File: src/regPkg.sv
package regPkg;

    // Physical register index
    typedef logic [5:0] Tag;

    // Sequence numbers wrap, so order is taken from the signed difference
    typedef logic [5:0] SqN;

    typedef struct packed {
        logic [31:0] result;
        Tag tagDst;
        SqN sqN;
        logic [4:0] nmDst;
    } RES_UOp;

    typedef struct packed {
        logic [31:0] result;
        Tag tag;
        logic valid;
    } ZcFwd;

    // True when sqN a lies after sqN b in program order
    function automatic logic isYounger(SqN a, SqN b);
        SqN diff;
        diff = a - b;
        return $signed(diff) > 0;
    endfunction

endpackage

File: src/uopPkg.sv
package uopPkg;

    typedef enum logic [1:0] {
        FU_INT,
        FU_LSU,
        FU_MUL
    } FuncUnit;

    typedef enum logic [3:0] {
        ADD,
        SUB,
        AND,
        OR,
        XOR,
        SLT,
        SLTU,
        SLL,
        SRL,
        SRA,
        LUI
    } AluOp;

    // Multiplier reuses the first two ALU encodings
    localparam AluOp MUL_LO = ADD;
    localparam AluOp MUL_HI = SUB;

    typedef struct packed {
        logic [31:0] imm;
        logic [31:0] pc;
        regPkg::SqN sqN;
        regPkg::Tag tagA;
        regPkg::Tag tagB;
        regPkg::Tag tagDst;
        logic [4:0] nmDst;
        AluOp opcode;
        FuncUnit fu;
        logic pcA;
        logic immB;
        regPkg::SqN loadSqN;
        regPkg::SqN storeSqN;
    } R_UOp;

    typedef struct packed {
        logic [31:0] srcA;
        logic [31:0] srcB;
        logic [31:0] imm;
        logic [31:0] pc;
        regPkg::SqN sqN;
        regPkg::Tag tagDst;
        logic [4:0] nmDst;
        AluOp opcode;
        regPkg::SqN loadSqN;
        regPkg::SqN storeSqN;
        logic valid;
    } EX_UOp;

endpackage
File: src/MulUnit.sv
`timescale 1ns/10ps

module MulUnit (
    input logic clk,
    input logic rst,

    input logic invalidate,
    input regPkg::SqN invalidateSqN,

    input logic en,
    input uopPkg::EX_UOp exUop,

    output logic wbHasResult,
    output regPkg::RES_UOp wbUOp
);
    import regPkg::*;
    import uopPkg::*;

    typedef struct packed {
        SqN sqN;
        Tag tagDst;
        logic [4:0] nmDst;
        logic hi;
    } MulMeta;

    logic s1Valid;
    logic signed [63:0] s1Product;
    MulMeta s1Meta;

    always_ff @(posedge clk) begin
        if (rst) begin
            s1Valid <= 1'b0;
            wbHasResult <= 1'b0;
        end else begin
            s1Valid <= en && exUop.valid &&
                !(invalidate && isYounger(exUop.sqN, invalidateSqN));
            wbHasResult <= s1Valid &&
                !(invalidate && isYounger(s1Meta.sqN, invalidateSqN));
        end
    end

    always_ff @(posedge clk) begin
        s1Product <= $signed(exUop.srcA) * $signed(exUop.srcB);
        s1Meta.sqN <= exUop.sqN;
        s1Meta.tagDst <= exUop.tagDst;
        s1Meta.nmDst <= exUop.nmDst;
        s1Meta.hi <= (exUop.opcode == MUL_HI);

        wbUOp.result <= s1Meta.hi ? s1Product[63:32] : s1Product[31:0];
        wbUOp.tagDst <= s1Meta.tagDst;
        wbUOp.sqN <= s1Meta.sqN;
        wbUOp.nmDst <= s1Meta.nmDst;
    end

endmodule

File: config.mk
export PLATFORM = sky130hd
export DESIGN_NAME = MulUnit
export DESIGN_NICKNAME = d
export VERILOG_FILES = /design/src/regPkg.sv /design/src/uopPkg.sv /design/src/MulUnit.sv
export SDC_FILE = /design/constraint.sdc
export NUM_CORES = 2
export LEC_CHECK = 0
export ABC_AREA = 1
export BUFFER_PORTS_ARGS = -buffer_cell sky130_fd_sc_hd__buf_2
export CAP_MARGIN = 20
export CORE_MARGIN = 2
export CORE_UTILIZATION = 44
export DETAILED_ROUTE_END_ITERATION = 16
export PLACE_DENSITY = 0.72
export SLEW_MARGIN = 0
export SYNTH_ARGS = -nofsm -noshare
export SYNTH_HDL_FRONTEND = slang
export SYNTH_SLANG_ARGS = --single-unit
File: constraint.sdc
create_clock -name clk -period 10.5 [get_ports clk]
set_input_delay 1.05 -clock clk [delete_from_list [all_inputs] [get_ports clk]]
set_output_delay 1.05 -clock clk [all_outputs]
set_load 0.05 [all_outputs]
**Yosys cells after proc, flatten, opt, wreduce, memory -nomap -nowiden**

Cells that the tools add are included.

- Add/subtract/negate cells: 2
- $mul: 1
- Magnitude comparators: 2
- Eq/ne operators: 1
- Mux-type cells: 1
- Reduce and logical (&&, ||, !) cells: 7

Operator list:

| cell | count |
|---|---|
| $mul 32x32->64 | 1 |
| $mux 32 | 1 |
| $gt 6x1->1 const B | 2 |
| $sub 6x6->6 | 2 |
| $logic_and 1x1->1 | 5 |
| $eq 4x1->1 const B | 1 |
| $logic_not 1->1 | 2 |

- Register bits after elaboration: 133
- Input port bits: 172
- Output and inout bits: 50
- Logic and storage cells: 25

**Logic depth before layout (Yosys ltp)**

- Word-level depth: 5
- Gate-level depth with buffers: 31
- Gate-level depth less buffers: 30

**Least setup slack after synthesis**

No wires, ideal clock.

- Path type: input to register
- Start: input port exUop[161] (netlist name)
- End: register s1Product[57]
- Library setup time: 0.113 ns
- Data arrival time: 7.670 ns
- Path slack: 2.718 ns
- Stages on the path: 27
- Cell sequence: clkbuf_1 > nand2_1 > inv_1 > fa_1 > inv_1 > fa_1 > fa_1 > inv_1 > fa_1 > inv_1 > fa_1 > inv_1 > fa_1 > inv_1 > fa_1 > inv_1 > fa_1 > ha_1 > a21oi_1 > nor2_1 > nor2_1 > nor2_1 > or2_2 > nor2_1 > nand3_1 > nand2_1 > nand2_1

- Cells in the longest elaborated chain, start to end: 1

Ends and longest elaborated chain:

| item | RTL line | RTL |
|---|---|---|
| start: declaration | MulUnit.sv:11 | `input uopPkg::EX_UOp exUop,` |
| $mul 32x32->64 | MulUnit.sv:43 | `s1Product <= $signed(exUop.srcA) * $signed(exUop.srcB);` |
| end signal: assignment | MulUnit.sv:43 |  |
| end: declaration | MulUnit.sv:27 | `logic signed [63:0] s1Product;` |

No other way between the ends.
A chain may end at the register's enable or synchronous reset.

**Final worst setup path**

- Start: input port exUop[100] (netlist name)
- End: register s1Product[54]

Same word-level chain as after synthesis.

==> results by group <==
Drt
  • Post-DRT Antenna Nets: 0
  • Final WL: 114000 um
  • Drt pass-1 iters: 6
  • M1 WL: 45100 um
  • Total number of vias: approximately 32000
  • Routed len/inst: between 15 and 20 um
  • WL met3: just over 8000 um
  • Met2 WL: about 56000 um
  • Max layer used: met5
  • DRT iter0 DRCs: about 2100
  • DRC Markers: 0
  • Vias per inst: 4.89

STA
  • Clock Skews: a little over 0.008 ns
  • # setup viols final: 0
  • Setup TNS: 0 ns
  • Period utilization: 80.9%
  • Tmin final: around 8.5 ns
  • Worst Tran Pin Value: about 1.0 ns
  • Worst setup margin: 2.00 ns
  • Hold Vio Cnt, Final: 0
  • Slew HR: between 30 and 40%
  • Final slew viol count: 0
  • Max Clk Rate: between 100 and 150 MHz
  • Unrepaired setup endpoints after global routing: false

Clocking
  • Inserted Clock Buffers: 17
  • Reg clk slew, reported paths: ~0.070 ns
  • CTS tree: yes
  • H-tree levels: 4
  • Clk sinks: approximately 130
  • CTS Buffer Depth: 2
  • Postcts setup bufs: 0
  • CTS Root Cell: clkbuf_16
  • Skew-Pair Late Insertion Delay: 0.43 ns
  • Post-cts sizing count: 0
  • CTS Hold Bufs: 0

Setup path
  • CP Data Arrival Time: between 8 and 9 ns
  • Critical Path Start: exUop[100]
  • CP startpoint kind: input port
  • FF-to-FF End: wbHasResult$_SDFF_PP0_
  • CP Max Fanout: 32
  • Worst R2R Setup Slack: a little under 9 ns
  • CP Capture Type: flip-flop
  • Setup CP Type: in -> reg
  • Worst reg2reg path depth: 9
  • Worst EP required: 10.84 ns
  • R2r startpoint: s1Meta[12]$_DFF_P_

Placement
  • Port bufs: 145
  • Hpwl dp: 95900 um
  • Post-placement setup slack: about 1.5 ns
  • Global placer's final weighted congestion: between 0.9 and 1

Cells and area
  • Seq. cell area: about 0.0027 sq mm
  • Share of post-route cells with drive strength above 1: 5.57%
  • P&R area growth vs syn: 5.60%
  • Filler Cells Inserted: between 9000 and 10000
  • Most frequent cells in the layout: inv_1 (1732), nand2_1 (1461), fa_1 (1084)
  • Multi-input logic area: 0.0324 sq mm
  • Most common cell after layout, fill and taps aside: inv_1
  • Total Nets Final: between 6000 and 7000

Floorplan
  • Die Ht: ~310 um
  • Die area: between 0.09 and 0.1 sq mm
  • Rows: between 100 and 150
  • Core area: around 0.095 sq mm
  • Die width: 314 um
  • IO Count: 222
  • Initial Util: 44.5%

Global route
  • First-pass GRT wire length: 189000 um
  • Initial antenna violation count: 4
  • Total global routing overflow: 0
  • Largest net degree at the start of global routing: 33
  • Vias in the first global route: around 35000
  • GRT Resource Usage Total: between 20% and 30%

Synth
  • Netlist cell types: 34
  • Syn avg cell area: between 8 and 9 sq um
  • Netlist Area Pre-Place: 0.0423 sq mm
  • Ys Warns: 0
  • Dominant cells by area after synthesis: fa_1 (51%), inv_1 (15%), nand2_1 (13%)
  • Post-synthesis sequential area ratio: 6.29%
  • Synth Register Bits: 133
  • Net Count, Synth: a little under 7000
  • Synth area leader: fa_1
  • Area share of the leading cell type in the synthesized netlist: between 50% and 60%
  • Post-synthesis cell count: 5275

Min path
  • Worst Hold Path EP: wbUOp[15]$_DFF_P_
  • Worst hold path type: reg -> reg
  • Critical hold path startpoint: s1Meta[10]$_DFF_P_
  • Worst Hold Depth: 0

Run status
  • Status: completed

Run
  • Max-cap violation count: 0
-- cells in the mapped netlist --
library cell / instances
nand4_1: 23
nand2_2: 17
a21oi_2: 2
and2_1: 3
nor2_2: 9
or2_2: 13
nor2_1: 114
nand3b_1: 2
a21oi_1: 71
a21o_1: 3
nor4b_1: 1
nor3_1: 7
and3_1: 2
nand3_1: 73
dfxtp_1: 133
nand3_2: 6
nor4_2: 4
nand2_1: 1461
inv_1: 1732
buf_2: 3
ha_1: 194
o211ai_1: 1
and3_2: 1
fa_1: 1084
xor2_1: 35
xnor2_1: 8
o21bai_1: 17
o21ai_0: 23
inv_2: 2
mux2_2: 32
clkbuf_1: 193
nor2_4: 2
nor4_1: 2
nor3_2: 2
-- flip-flops by register name, summed over array words and instances, names as in the netlist --
register	flops
s1Product	64
wbUOp	49
s1Valid	1
wbHasResult	1
s1Meta	18
-- routing by layer --
metal	vias to the layer above	GRT usage, %
met4	4	8.74
met1	16100	31.0
met2	1224	42.9
met5	-	0
met3	289	3.63
li1	14400	-
-- metrics by stage --
stage | cells | hold slack [ns] | utilization, % | area (sq um)
4_1_cts | 6548 | 0.326 | 47.0 | 44700
2_1_floorplan | 5275 | 0.310 | - | 42300
3_3_place_gp | 6516 | 0.310 | 46.4 | 44100
6_report | 6550 | 0.325 | 47.0 | 44700
3_5_place_dp | 6516 | 0.314 | 46.4 | 44100
5_1_grt | 6549 | 0.331 | 47.0 | 44700
-- area by class of cell --
| type | count | share of cell area (%) |
|---|---|---|
| Multi-Input combinational cell | 3212 | 72.5 |
| Inverter | 1734 | 14.6 |
| Sequential cell | 133 | 5.95 |
| Tap cell | 1265 | 3.54 |
| Timing Repair Buffer | 172 | 2.08 |
| Clock buffer | 17 | 0.951 |
| Clock inverter | 15 | 0.378 |
| Antenna cell | 2 | 0.0112 |
-- critical path: stages --
cell and delay [ns]:
buf_2 0.51, nand2_1 0.18, inv_1 0.17, fa_1 0.47
fa_1 0.50, fa_1 0.93, fa_1 0.97, inv_1 0.30
fa_1 0.59, inv_1 0.06, fa_1 0.53, inv_1 0.05
fa_1 0.47, inv_1 0.05, fa_1 0.45, ha_1 0.44
nand2_1 0.13, nor2_1 0.19, inv_1 0.10, nor2_2 0.20
nand2_1 0.09, nor3_1 0.14, nand2_1 0.10, nand4_1 0.09
nand2_1 0.05
-- worst max path at each step --
stage / end / slack, ns
floorplan: s1Product[57]$_DFF_P_ / 2.72
global placement: s1Product[57]$_DFF_P_ / 1.58
detailed placement: s1Product[57]$_DFF_P_ / 1.51
CTS: s1Product[57]$_DFF_P_ / 1.94
global route: s1Product[58]$_DFF_P_ / 1.50
finish: s1Product[54]$_DFF_P_ / 2.00
-- kinds of logic after synthesis --
group                    Yosys count  share of synthesized area, %
flip-flops                       133                          6.29
adder cells (fa/ha/maj)         1278                          57.0
XOR/XNOR                          43                         0.889
AO/OA/AOI/OAI                    117                          1.52
multiplexers                      32                         0.851
AND/OR/NAND/NOR                 1742                          16.4
buffers and inverters           1930                          17.1
Power is left out: the tool's default activity adds up to more than one toggle a clock period on the data nets, which glitch-free logic cannot reach.
